`src/hdl/ifu_geom_pkg.sv`:
```
// fetch geometry package with widths, pc and fetch address types, parcel mask helper
`default_nettype none

package ifu_geom_pkg;

   localparam int PC_W              = 31;                        // halfword pc is bits 31:1
   localparam int FETCH_BYTES       = 8;                         // one doubleword per fetch
   localparam int PARCELS_PER_FETCH = FETCH_BYTES / 2;           // 16-bit parcels per fetch
   localparam int OFF_W             = $clog2(PARCELS_PER_FETCH); // parcel index width

   typedef logic [PC_W:1]                pc_t;          // halfword granular pc
   typedef logic [PC_W:OFF_W+1]          fetch_addr_t;  // doubleword fetch address
   typedef logic [FETCH_BYTES*8-1:0]     fetch_data_t;  // one memory return
   typedef logic [PARCELS_PER_FETCH-1:0] parcel_mask_t; // bit 0 is the lowest address
   typedef logic [OFF_W-1:0]             parcel_idx_t;  // parcel slot inside a fetch

   // parcels at or above off are kept
   function automatic parcel_mask_t parcel_mask_from(input parcel_idx_t off);
      parcel_mask_t m;
      m = {PARCELS_PER_FETCH{1'b1}};
      return m << off;
   endfunction

endpackage : ifu_geom_pkg

`default_nettype wire

```
`src/hdl/rv_parcel_pkg.sv`:
```
// instruction encoding package with parcel type, instruction union and length rule
`default_nettype none

package rv_parcel_pkg;

   localparam int PARCEL_W = 16;                 // rvc parcel size

   typedef logic [PARCEL_W-1:0] parcel_t;        // one instruction parcel

   // instr word split at the parcel boundary
   typedef struct packed {
      parcel_t hi;                               // upper parcel or zero for 2-byte instr
      parcel_t lo;                               // lower parcel at the instr pc
   } parcel_pair_t;

   // one word seen two ways
   typedef union packed {
      logic [2*PARCEL_W-1:0] word;               // full instr as decode sees it
      parcel_pair_t          half;               // as the aligner builds it
   } instr_u;

   // 2'b11 in the low bits opens a 4-byte instr
   function automatic logic parcel_is_long(input parcel_t p);
      return (p[1:0] == 2'b11);
   endfunction

endpackage : rv_parcel_pkg

`default_nettype wire

```
`src/hdl/ifu_fetch_ctl.sv`:
```
// F1 fetch control with fetch pc register, flush redirect and request issue
`default_nettype none

module ifu_fetch_ctl #(
   parameter ifu_geom_pkg::pc_t RESET_PC = ifu_geom_pkg::pc_t'(32'h0000_0100 >> 1) // byte 0x100
) (
   input  logic              clk,
   input  logic              rst_n,
   input  logic              exu_flush_final,       // one cycle redirect pulse
   input  ifu_geom_pkg::pc_t exu_flush_path_final,  // redirect target
   input  logic              fb_room,               // buffer can take one more entry
   output logic              fetch_req_f1,          // request strobe to memory and F2
   output ifu_geom_pkg::pc_t fetch_pc_f1            // request pc with halfword offset
);

   import ifu_geom_pkg::*;

   pc_t  fetch_pc;                                  // next pc to fetch
   pc_t  fetch_pc_inc;                              // start of following doubleword
   logic fetch_run;                                 // set on first edge out of reset

   // **************************************************
   // request issue
   // **************************************************
   assign fetch_req_f1 = fetch_run & fb_room & ~exu_flush_final;   // hold off in flush cycle
   assign fetch_pc_f1  = fetch_pc;

   // offset bits clear after the first fetch of a run
   assign fetch_pc_inc = {fetch_pc[PC_W:OFF_W+1] + 1'b1, {OFF_W{1'b0}}};

   // **************************************************
   // fetch pc
   // **************************************************
   always_ff @(posedge clk or negedge rst_n) begin
      if (!rst_n) begin
         fetch_run <= 1'b0;
         fetch_pc  <= RESET_PC;
      end else begin
         fetch_run <= 1'b1;
         if (exu_flush_final) begin
            fetch_pc <= exu_flush_path_final;       // redirected fetch may go next cycle
         end else if (fetch_req_f1) begin
            fetch_pc <= fetch_pc_inc;               // step to next doubleword
         end
      end
   end

   // a flush cycle never launches a fetch into F2
   a_no_req_flush: assert property (@(posedge clk) disable iff (!rst_n)
      exu_flush_final |-> !fetch_req_f1);

endmodule : ifu_fetch_ctl

`default_nettype wire

```
`src/hdl/ifu_fetch_buf.sv`:
```
// F2 capture register and fetch buffer queue with per-parcel valid masks
`default_nettype none

module ifu_fetch_buf #(
   parameter int FB_DEPTH = 4                        // queue entries
) (
   input  logic                       clk,
   input  logic                       rst_n,
   input  logic                       exu_flush_final,  // empties queue and F2
   input  logic                       fetch_req_f1,
   input  ifu_geom_pkg::pc_t          fetch_pc_f1,
   input  ifu_geom_pkg::fetch_data_t  imem_rdata,       // valid the cycle after the request
   input  logic                       fb_pop,           // aligner done with head entry
   output logic                       fb_room,
   output logic                       fb_valid,
   output ifu_geom_pkg::fetch_data_t  fb_data,
   output ifu_geom_pkg::parcel_mask_t fb_mask,
   output ifu_geom_pkg::pc_t          fb_pc             // doubleword pc of head entry
);

   import ifu_geom_pkg::*;

   localparam int PTR_W = (FB_DEPTH > 1) ? $clog2(FB_DEPTH) : 1;
   localparam int CNT_W = $clog2(FB_DEPTH + 1);

   logic             fetch_req_f2;                   // request in flight
   pc_t              fetch_pc_f2;                    // its pc with offset
   logic             fb_wr;
   logic             fb_rd;
   logic [PTR_W-1:0] wr_ptr;
   logic [PTR_W-1:0] rd_ptr;
   logic [CNT_W-1:0] fb_cnt;                         // entries held
   logic [CNT_W:0]   fb_occ;                         // entries plus the one in flight

   fetch_data_t      data_q [FB_DEPTH];
   parcel_mask_t     mask_q [FB_DEPTH];
   pc_t              pc_q   [FB_DEPTH];

   // circular increment for any depth
   function automatic logic [PTR_W-1:0] ptr_inc(input logic [PTR_W-1:0] p);
      return (p == PTR_W'(FB_DEPTH - 1)) ? '0 : p + 1'b1;
   endfunction

   // **************************************************
   // F2 stage
   // **************************************************
   always_ff @(posedge clk or negedge rst_n) begin
      if (!rst_n) begin
         fetch_req_f2 <= 1'b0;
      end else begin
         fetch_req_f2 <= fetch_req_f1;               // memory answers next cycle
      end
   end

   always_ff @(posedge clk) begin
      if (fetch_req_f1) begin
         fetch_pc_f2 <= fetch_pc_f1;
      end
   end

   // **************************************************
   // queue
   // **************************************************
   assign fb_wr = fetch_req_f2 & ~exu_flush_final;   // flush drops the data in flight
   assign fb_rd = fb_pop & ~exu_flush_final;

   always_ff @(posedge clk or negedge rst_n) begin
      if (!rst_n) begin
         wr_ptr <= '0;
         rd_ptr <= '0;
         fb_cnt <= '0;
      end else if (exu_flush_final) begin
         wr_ptr <= '0;
         rd_ptr <= '0;
         fb_cnt <= '0;
      end else begin
         if (fb_wr) begin
            wr_ptr <= ptr_inc(wr_ptr);
         end
         if (fb_rd) begin
            rd_ptr <= ptr_inc(rd_ptr);
         end
         fb_cnt <= fb_cnt + CNT_W'(fb_wr) - CNT_W'(fb_rd);
      end
   end

   always_ff @(posedge clk) begin
      if (fb_wr) begin
         data_q[wr_ptr] <= imem_rdata;
         mask_q[wr_ptr] <= parcel_mask_from(fetch_pc_f2[OFF_W:1]);  // skip parcels below pc
         pc_q[wr_ptr]   <= {fetch_pc_f2[PC_W:OFF_W+1], {OFF_W{1'b0}}};
      end
   end

   // head entry
   assign fb_valid = (fb_cnt != '0);
   assign fb_data  = data_q[rd_ptr];
   assign fb_mask  = mask_q[rd_ptr];
   assign fb_pc    = pc_q[rd_ptr];

   // room counts the request still in flight
   assign fb_occ  = {1'b0, fb_cnt} + (CNT_W+1)'(fetch_req_f2);
   assign fb_room = (fb_occ < (CNT_W+1)'(FB_DEPTH));

   // room given in F1 still holds when the data lands
   a_no_overflow: assert property (@(posedge clk) disable iff (!rst_n)
      fb_wr |-> fb_cnt < CNT_W'(FB_DEPTH));

   // aligner only pops a live head
   a_no_underflow: assert property (@(posedge clk) disable iff (!rst_n)
      fb_pop |-> fb_valid);

endmodule : ifu_fetch_buf

`default_nettype wire

```
`src/hdl/ifu_aligner.sv`:
```
// aligner cutting parcels into 2- and 4-byte instructions with decode output register
`default_nettype none

module ifu_aligner (
   input  logic                       clk,
   input  logic                       rst_n,
   input  logic                       exu_flush_final,   // drops output and carry
   input  logic                       fb_valid,
   input  ifu_geom_pkg::fetch_data_t  fb_data,
   input  ifu_geom_pkg::parcel_mask_t fb_mask,
   input  ifu_geom_pkg::pc_t          fb_pc,             // doubleword pc of head entry
   input  logic                       dec_take,          // decode takes output this cycle
   output logic                       fb_pop,            // head entry used up
   output logic                       ifu_i0_valid,
   output logic [31:0]                ifu_i0_instr,
   output ifu_geom_pkg::pc_t          ifu_i0_pc,
   output logic                       ifu_i0_pc4
);

   import ifu_geom_pkg::*;
   import rv_parcel_pkg::*;

   parcel_idx_t    par_idx;                     // next unused slot in head entry
   parcel_idx_t    cur_idx;                     // first valid slot at or above par_idx
   parcel_idx_t    nxt_idx;
   parcel_mask_t   avail;                       // valid slots not yet used
   parcel_t        cur_par;
   parcel_t        nxt_par;
   logic           cur_long;
   logic           pair_used;                   // two parcels from this entry
   logic           carry_vld;                   // low half of a 4-byte instr across entries
   parcel_t        carry_par;
   pc_t            carry_pc;
   logic [OFF_W:0] par_end;                     // slot after the parcels used now
   logic           out_load;                    // output empty or being taken
   logic           out_fire;
   logic           carry_fill;
   logic           consume;
   instr_u         ins;
   pc_t            ins_pc;

   // **************************************************
   // parcel selection
   // **************************************************
   assign avail = fb_mask & parcel_mask_from(par_idx);

   always_comb begin
      cur_idx = par_idx;
      for (int i = PARCELS_PER_FETCH - 1; i >= 0; i--) begin
         if (avail[i]) begin
            cur_idx = parcel_idx_t'(i);         // lowest wins
         end
      end
   end

   assign nxt_idx  = cur_idx + 1'b1;            // wraps on last slot where it is unused
   assign cur_par  = fb_data[cur_idx*PARCEL_W +: PARCEL_W];
   assign nxt_par  = fb_data[nxt_idx*PARCEL_W +: PARCEL_W];
   assign cur_long = parcel_is_long(cur_par);

   // **************************************************
   // instruction assembly
   // **************************************************
   always_comb begin
      ins = '0;
      if (carry_vld) begin
         ins.half.lo = carry_par;               // carried low half
         ins.half.hi = cur_par;
      end else begin
         ins.half.lo = cur_par;
         if (cur_long) begin
            ins.half.hi = nxt_par;              // 2-byte instr keeps hi at zero
         end
      end
   end

   assign ins_pc = carry_vld ? carry_pc : {fb_pc[PC_W:OFF_W+1], cur_idx};

   assign out_load   = ~ifu_i0_valid | dec_take;
   assign carry_fill = fb_valid & ~carry_vld & cur_long & (&cur_idx);  // long parcel in last slot
   assign out_fire   = fb_valid & out_load & ~carry_fill;
   assign consume    = out_fire | carry_fill;
   assign pair_used  = ~carry_vld & cur_long & ~(&cur_idx);
   assign par_end    = {1'b0, cur_idx} + (pair_used ? (OFF_W+1)'(2) : (OFF_W+1)'(1));
   assign fb_pop     = consume & par_end[OFF_W];   // ran past the last slot

   // **************************************************
   // control and output state
   // **************************************************
   always_ff @(posedge clk or negedge rst_n) begin
      if (!rst_n) begin
         par_idx      <= '0;
         carry_vld    <= 1'b0;
         ifu_i0_valid <= 1'b0;
      end else if (exu_flush_final) begin
         par_idx      <= '0;
         carry_vld    <= 1'b0;
         ifu_i0_valid <= 1'b0;
      end else begin
         if (consume) begin
            par_idx <= par_end[OFF_W-1:0];      // back to 0 on pop
         end
         carry_vld <= carry_fill | (carry_vld & ~out_fire);
         if (out_load) begin
            ifu_i0_valid <= out_fire;
         end
      end
   end

   always_ff @(posedge clk) begin
      if (carry_fill) begin
         carry_par <= cur_par;
         carry_pc  <= ins_pc;
      end
      if (out_fire) begin
         ifu_i0_instr <= ins.word;
         ifu_i0_pc    <= ins_pc;
         ifu_i0_pc4   <= parcel_is_long(ins.half.lo);
      end
   end

   // decode sees a steady instr until it takes it
   a_hold: assert property (@(posedge clk) disable iff (!rst_n)
      ifu_i0_valid && !dec_take && !exu_flush_final |=>
         ifu_i0_valid && $stable(ifu_i0_instr) && $stable(ifu_i0_pc) && $stable(ifu_i0_pc4));

endmodule : ifu_aligner

`default_nettype wire

```
`src/hdl/ifu.sv`:
```
// instruction fetch unit top with fetch control, fetch buffer and aligner
`default_nettype none

module ifu #(
   parameter ifu_geom_pkg::pc_t RESET_PC = ifu_geom_pkg::pc_t'(32'h0000_0100 >> 1), // byte 0x100
   parameter int                FB_DEPTH = 4                                        // buffer entries
) (
   input  logic                      clk,
   input  logic                      rst_n,
   input  logic                      exu_flush_final,       // one cycle redirect pulse
   input  ifu_geom_pkg::pc_t         exu_flush_path_final,  // valid with the flush pulse
   output logic                      imem_req,              // read strobe
   output ifu_geom_pkg::fetch_addr_t imem_addr,             // doubleword address
   input  ifu_geom_pkg::fetch_data_t imem_rdata,            // one cycle after imem_req
   input  logic                      dec_take,              // decode consumes i0
   output logic                      ifu_i0_valid,
   output logic [31:0]               ifu_i0_instr,
   output ifu_geom_pkg::pc_t         ifu_i0_pc,
   output logic                      ifu_i0_pc4
);

   import ifu_geom_pkg::*;

   logic         fetch_req_f1;
   pc_t          fetch_pc_f1;
   logic         fb_room;
   logic         fb_valid;
   fetch_data_t  fb_data;
   parcel_mask_t fb_mask;
   pc_t          fb_pc;
   logic         fb_pop;

   // memory sees the F1 request without the halfword offset
   assign imem_req  = fetch_req_f1;
   assign imem_addr = fetch_pc_f1[PC_W:OFF_W+1];

   ifu_fetch_ctl #(
      .RESET_PC             (RESET_PC)
   ) u_fetch_ctl (
      .clk                  (clk),
      .rst_n                (rst_n),
      .exu_flush_final      (exu_flush_final),
      .exu_flush_path_final (exu_flush_path_final),
      .fb_room              (fb_room),
      .fetch_req_f1         (fetch_req_f1),
      .fetch_pc_f1          (fetch_pc_f1)
   );

   ifu_fetch_buf #(
      .FB_DEPTH        (FB_DEPTH)
   ) u_fetch_buf (
      .clk             (clk),
      .rst_n           (rst_n),
      .exu_flush_final (exu_flush_final),
      .fetch_req_f1    (fetch_req_f1),
      .fetch_pc_f1     (fetch_pc_f1),
      .imem_rdata      (imem_rdata),
      .fb_pop          (fb_pop),
      .fb_room         (fb_room),
      .fb_valid        (fb_valid),
      .fb_data         (fb_data),
      .fb_mask         (fb_mask),
      .fb_pc           (fb_pc)
   );

   ifu_aligner u_aligner (
      .clk             (clk),
      .rst_n           (rst_n),
      .exu_flush_final (exu_flush_final),
      .fb_valid        (fb_valid),
      .fb_data         (fb_data),
      .fb_mask         (fb_mask),
      .fb_pc           (fb_pc),
      .dec_take        (dec_take),
      .fb_pop          (fb_pop),
      .ifu_i0_valid    (ifu_i0_valid),
      .ifu_i0_instr    (ifu_i0_instr),
      .ifu_i0_pc       (ifu_i0_pc),
      .ifu_i0_pc4      (ifu_i0_pc4)
   );

endmodule : ifu

`default_nettype wire

```
`config.mk`:
```
export PLATFORM = sky130hd
export DESIGN_NAME = ifu
export DESIGN_NICKNAME = d
export VERILOG_FILES = /design/src/hdl/ifu_geom_pkg.sv /design/src/hdl/rv_parcel_pkg.sv /design/src/hdl/ifu_fetch_ctl.sv /design/src/hdl/ifu_fetch_buf.sv /design/src/hdl/ifu_aligner.sv /design/src/hdl/ifu.sv
export SDC_FILE = /design/constraint.sdc
export NUM_CORES = 1
export LEC_CHECK = 0
export ABC_AREA = 1
export BUFFER_PORTS_ARGS = -buffer_cell sky130_fd_sc_hd__buf_2
export CAP_MARGIN = 30
export CORE_MARGIN = 2
export CORE_UTILIZATION = 47
export CTS_BUF_LIST = sky130_fd_sc_hd__clkbuf_2 sky130_fd_sc_hd__clkbuf_4 sky130_fd_sc_hd__clkbuf_8
export CTS_CLUSTER_SIZE = 12
export DETAILED_ROUTE_END_ITERATION = 8
export PLACE_DENSITY = 0.63
export SYNTH_ARGS = -nofsm -noshare
export SYNTH_HDL_FRONTEND = slang
export SYNTH_SLANG_ARGS = --single-unit
export TNS_END_PERCENT = 20
```
`constraint.sdc`:
```
create_clock -name clk -period 7.4 [get_ports clk]
set_input_delay 1.48 -clock clk [delete_from_list [all_inputs] [get_ports clk]]
set_output_delay 1.48 -clock clk [all_outputs]
set_load 0.1 [all_outputs]
```
==> metrics <==
Routed WL between 50 and 60 mm; DR pass1 iterations 5; RR Endpoint u_fetch_buf.fb_cnt[2]; Synth top cells by count 526 x edfxtp_1, 327 x nor2_1, 252 x o21ai_0; Post-CTS Hold Buffers 0; Post-synth EDFFs approximately 530; remaining global-route overflow 0; port buffer count a little under 200; final setup skew 20.8 ps; CP max stage cell dfrtp_4; status finished clean; Total Die Area between 50,000 and 60,000 sq um; core region area 48,700 sq um; largest net degree at the start of global routing 87; max cap viols 0; #FFs+latches synth 570; post-CTS resize count 0; cell mode on critical path nand2_1; initial antenna violation count 2; crit path from u_fetch_buf.rd_ptr[0]; VDD IR max 229 uV; worst path required time 7920 ps; total clock sinks 570; post-layout power between 10 and 15 mW; asr flop ratio synth 0.0772; post-CTS setup buffers 0; Critical Path Stages 24; Most used DFF post-synth edfxtp_1; drt wl/cell ~20 um; ranking of synthesized cells by area edfxtp_1 68%, o21ai_0 5.5%, nor2_1 5.3%; Sw Ratio 0.408; global-route wire length before repair a little over 80 mm; Synth top area share 0.684; crit-path leading delay family simple AND/OR/NAND/NOR gates; GRT Total Usage 0.215; IO Count between 150 and 200; Mapped Cells 1,836; Reg-to-Reg Start u_fetch_buf.rd_ptr[0]; row count slightly above 80; post-synthesis cell area roughly 23,000 sq um; Final setup viols 0; Clk pwr share 0.254; Worst Setup Path Type reg2reg; period utilization 0.763; total CTS buffers 88; CP endpoint kind flop; Worst R2R Path Depth 24; share of post-route cells with drive strength above 1 0.195; minimum clock period between 5000 and 6000 ps; CTS tree yes; post-DP HPWL around 34 mm; htree depth 3; Internal ~6 mW; setup tns final 0 ps; overall die width 226 um; Reg power frac 0.421; post-layout instance area around 26,000 sq um; Hold Path Class reg2reg; final slew viol count 0; Leak 9.59 nW; clk buf depth 3; Final Hold Viols 0; Max stage delay on crit path approximately 990 ps; Yosys cell types 45; final antenna-violating net count 0; most frequent cell after synthesis edfxtp_1; Critical Path AT 6170 ps; CP endpoint u_fetch_buf.fb_cnt[2]; Starting Density 0.474; crit-path max FO between 80 and 90; Placed Area 24,400 sq um; sequential area share after synthesis 0.732; Max Freq roughly 0.18 GHz; fill cell count between 4,000 and 5,000; area delta synth->final 13.5%; Die Span Y ~230 um; CTS root buffer clkbuf_8; initial DRC count between 1,000 and 1,500; Nets 2,124; CP Cell Sequence inv_4 > nand2_1 > nand2_1 > nand2_1 > nand2_1 > nand2_1 > nand2_4 > nand2_4 > nand2_1 > nand3_1 > nand2_2 > nand2_1 > nor2_2 > ha_1 > or2_2 > nand2_2 > nor2_1 > ha_1 > inv_1 > ha_1 > inv_1 > fa_1 > o21ai_0 > a21oi_1; RSZ-0062 raised after global routing false; Synthesis Warnings 0; vias in the first global route roughly 14,000; switching power roughly 4.2 mW; CTS clock-pin slew for the worst setup and hold paths ~60 ps; largest area contributor in the netlist edfxtp_1; actual slew at the worst max-slew pin 954 ps; final weighted congestion in routability-driven placement 0.845; combinational share of power 0.325; Worst setup SP type flop; Synth Area per Inst approximately 13 sq um; Worst Path Buf+Inv 3; HP Start u_fetch_ctl.fetch_pc_f1[0]; Residual DRC 0; r2r setup slk 1750 ps; post-DR vias/cell between 5 and 6; Slew HR 0.364; Syn Nets just under 2,000; Power Density 388 nW/um^2; clk_lat worst skew 650 ps; DR vias ~15,000
through the flow:
step | setup slack [ps] | cells | hold slack [ps] | util
after floorplan | 1120 | 1836 | 426 | -
after detailed placement | 1800 | 2587 | 444 | 0.502
final | 1750 | 2747 | 465 | 0.538
after CTS | 1780 | 2745 | 462 | 0.538
after global routing | 1220 | 2746 | 475 | 0.538
after global placement | 2010 | 2586 | 448 | 0.501
registers in the layout (all words and copies together), names as in the netlist:
register / count
u_aligner.ifu_i0_instr: 32
u_aligner.carry_vld: 1
u_fetch_buf.mask_q: 12
u_fetch_ctl.fetch_run: 1
u_aligner.ifu_i0_valid: 1
u_aligner.ifu_i0_pc4: 1
u_fetch_ctl.fetch_pc_f1: 31
u_fetch_buf.wr_ptr: 2
u_aligner.par_idx: 2
u_fetch_buf.rd_ptr: 2
u_aligner.carry_pc: 31
u_aligner.carry_par: 16
u_fetch_buf.fb_cnt: 3
u_fetch_buf.fetch_pc_f2: 31
u_aligner.ifu_i0_pc: 31
u_fetch_buf.pc_q: 116
u_fetch_buf.fetch_req_f2: 1
u_fetch_buf.data_q: 256
layer usage:
layer,GRT usage,wire length [um],up-vias
met5,0,13,-
met1,0.300,24200,7266
met2,0.336,25700,520
li1,-,-,6958
met3,0.0459,3660,83
met4,0.0735,1150,2
layout make-up:
type,instances,area (sq um),area share
repair buffers,217,1160,0.0442
well taps,664,831,0.0317
inverters,83,314,0.0120
flip-flops and latches,570,16900,0.644
clock buffers,131,1620,0.0618
multi-input cells,1053,5240,0.200
diodes,2,5.00,0.000191
clock inverters,27,150,0.00572
kinds of logic after synthesis:
group                      Yosys count  share of synthesized area
AOI/OAI and AO/OA                  462                      0.113
xor gates and xnor gates            22                    0.00834
other                                1                   0.000162
adders and majority gates           12                    0.00683
buffers and inverters              213                     0.0431
and+or+nand+nor                    556                     0.0973
DFF                                570                      0.732
cell usage in the layout, fill, tap and decap left out, drive strengths merged:
master    instances
xnor2             3
bufinv            1
a21oi            48
dfrtp            43
nand2           164
nor2            330
a22o              4
o31ai             9
inv              83
a31oi            48
o21a              2
buf             217
o21bai            1
or2               3
nor4              1
and3              1
nand4             7
dfstp             1
and2              1
nand3            38
fa                1
conb              1
edfxtp          526
clkinv           23
o221ai            7
xor2             19
a41oi             1
clkinvlp          3
o211ai            9
o21ai           272
clkbuf          131
ha               11
diode             2
a22oi             1
o22ai            60
nor3             11
power by group through the flow:
| stage | logic, mW | registers, mW | clock network, mW |
|---|---|---|---|
| 2_1_floorplan | 1.44 | 5.51 | 0 |
| 3_3_place_gp | 3.26 | 4.35 | 0 |
| 3_5_place_dp | 3.30 | 4.35 | 0 |
| 4_1_cts | 3.31 | 4.29 | 2.65 |
| 5_1_grt | 3.52 | 4.32 | 2.79 |
| 6_report | 3.31 | 4.29 | 2.59 |
worst min path at each step:
stage	to	slack [ps]	depth (start not counted)
6_report	u_fetch_buf.fetch_pc_f2[0]	460	0
3_3_place_gp	u_fetch_buf.fetch_pc_f2[0]	450	0
4_1_cts	u_fetch_buf.fetch_pc_f2[0]	460	0
5_1_grt	u_fetch_buf.fetch_pc_f2[0]	480	0
2_1_floorplan	u_fetch_buf.fetch_pc_f2[0]	430	0
3_5_place_dp	u_fetch_buf.fetch_pc_f2[0]	440	0
(Power assumes the default switching activity.)
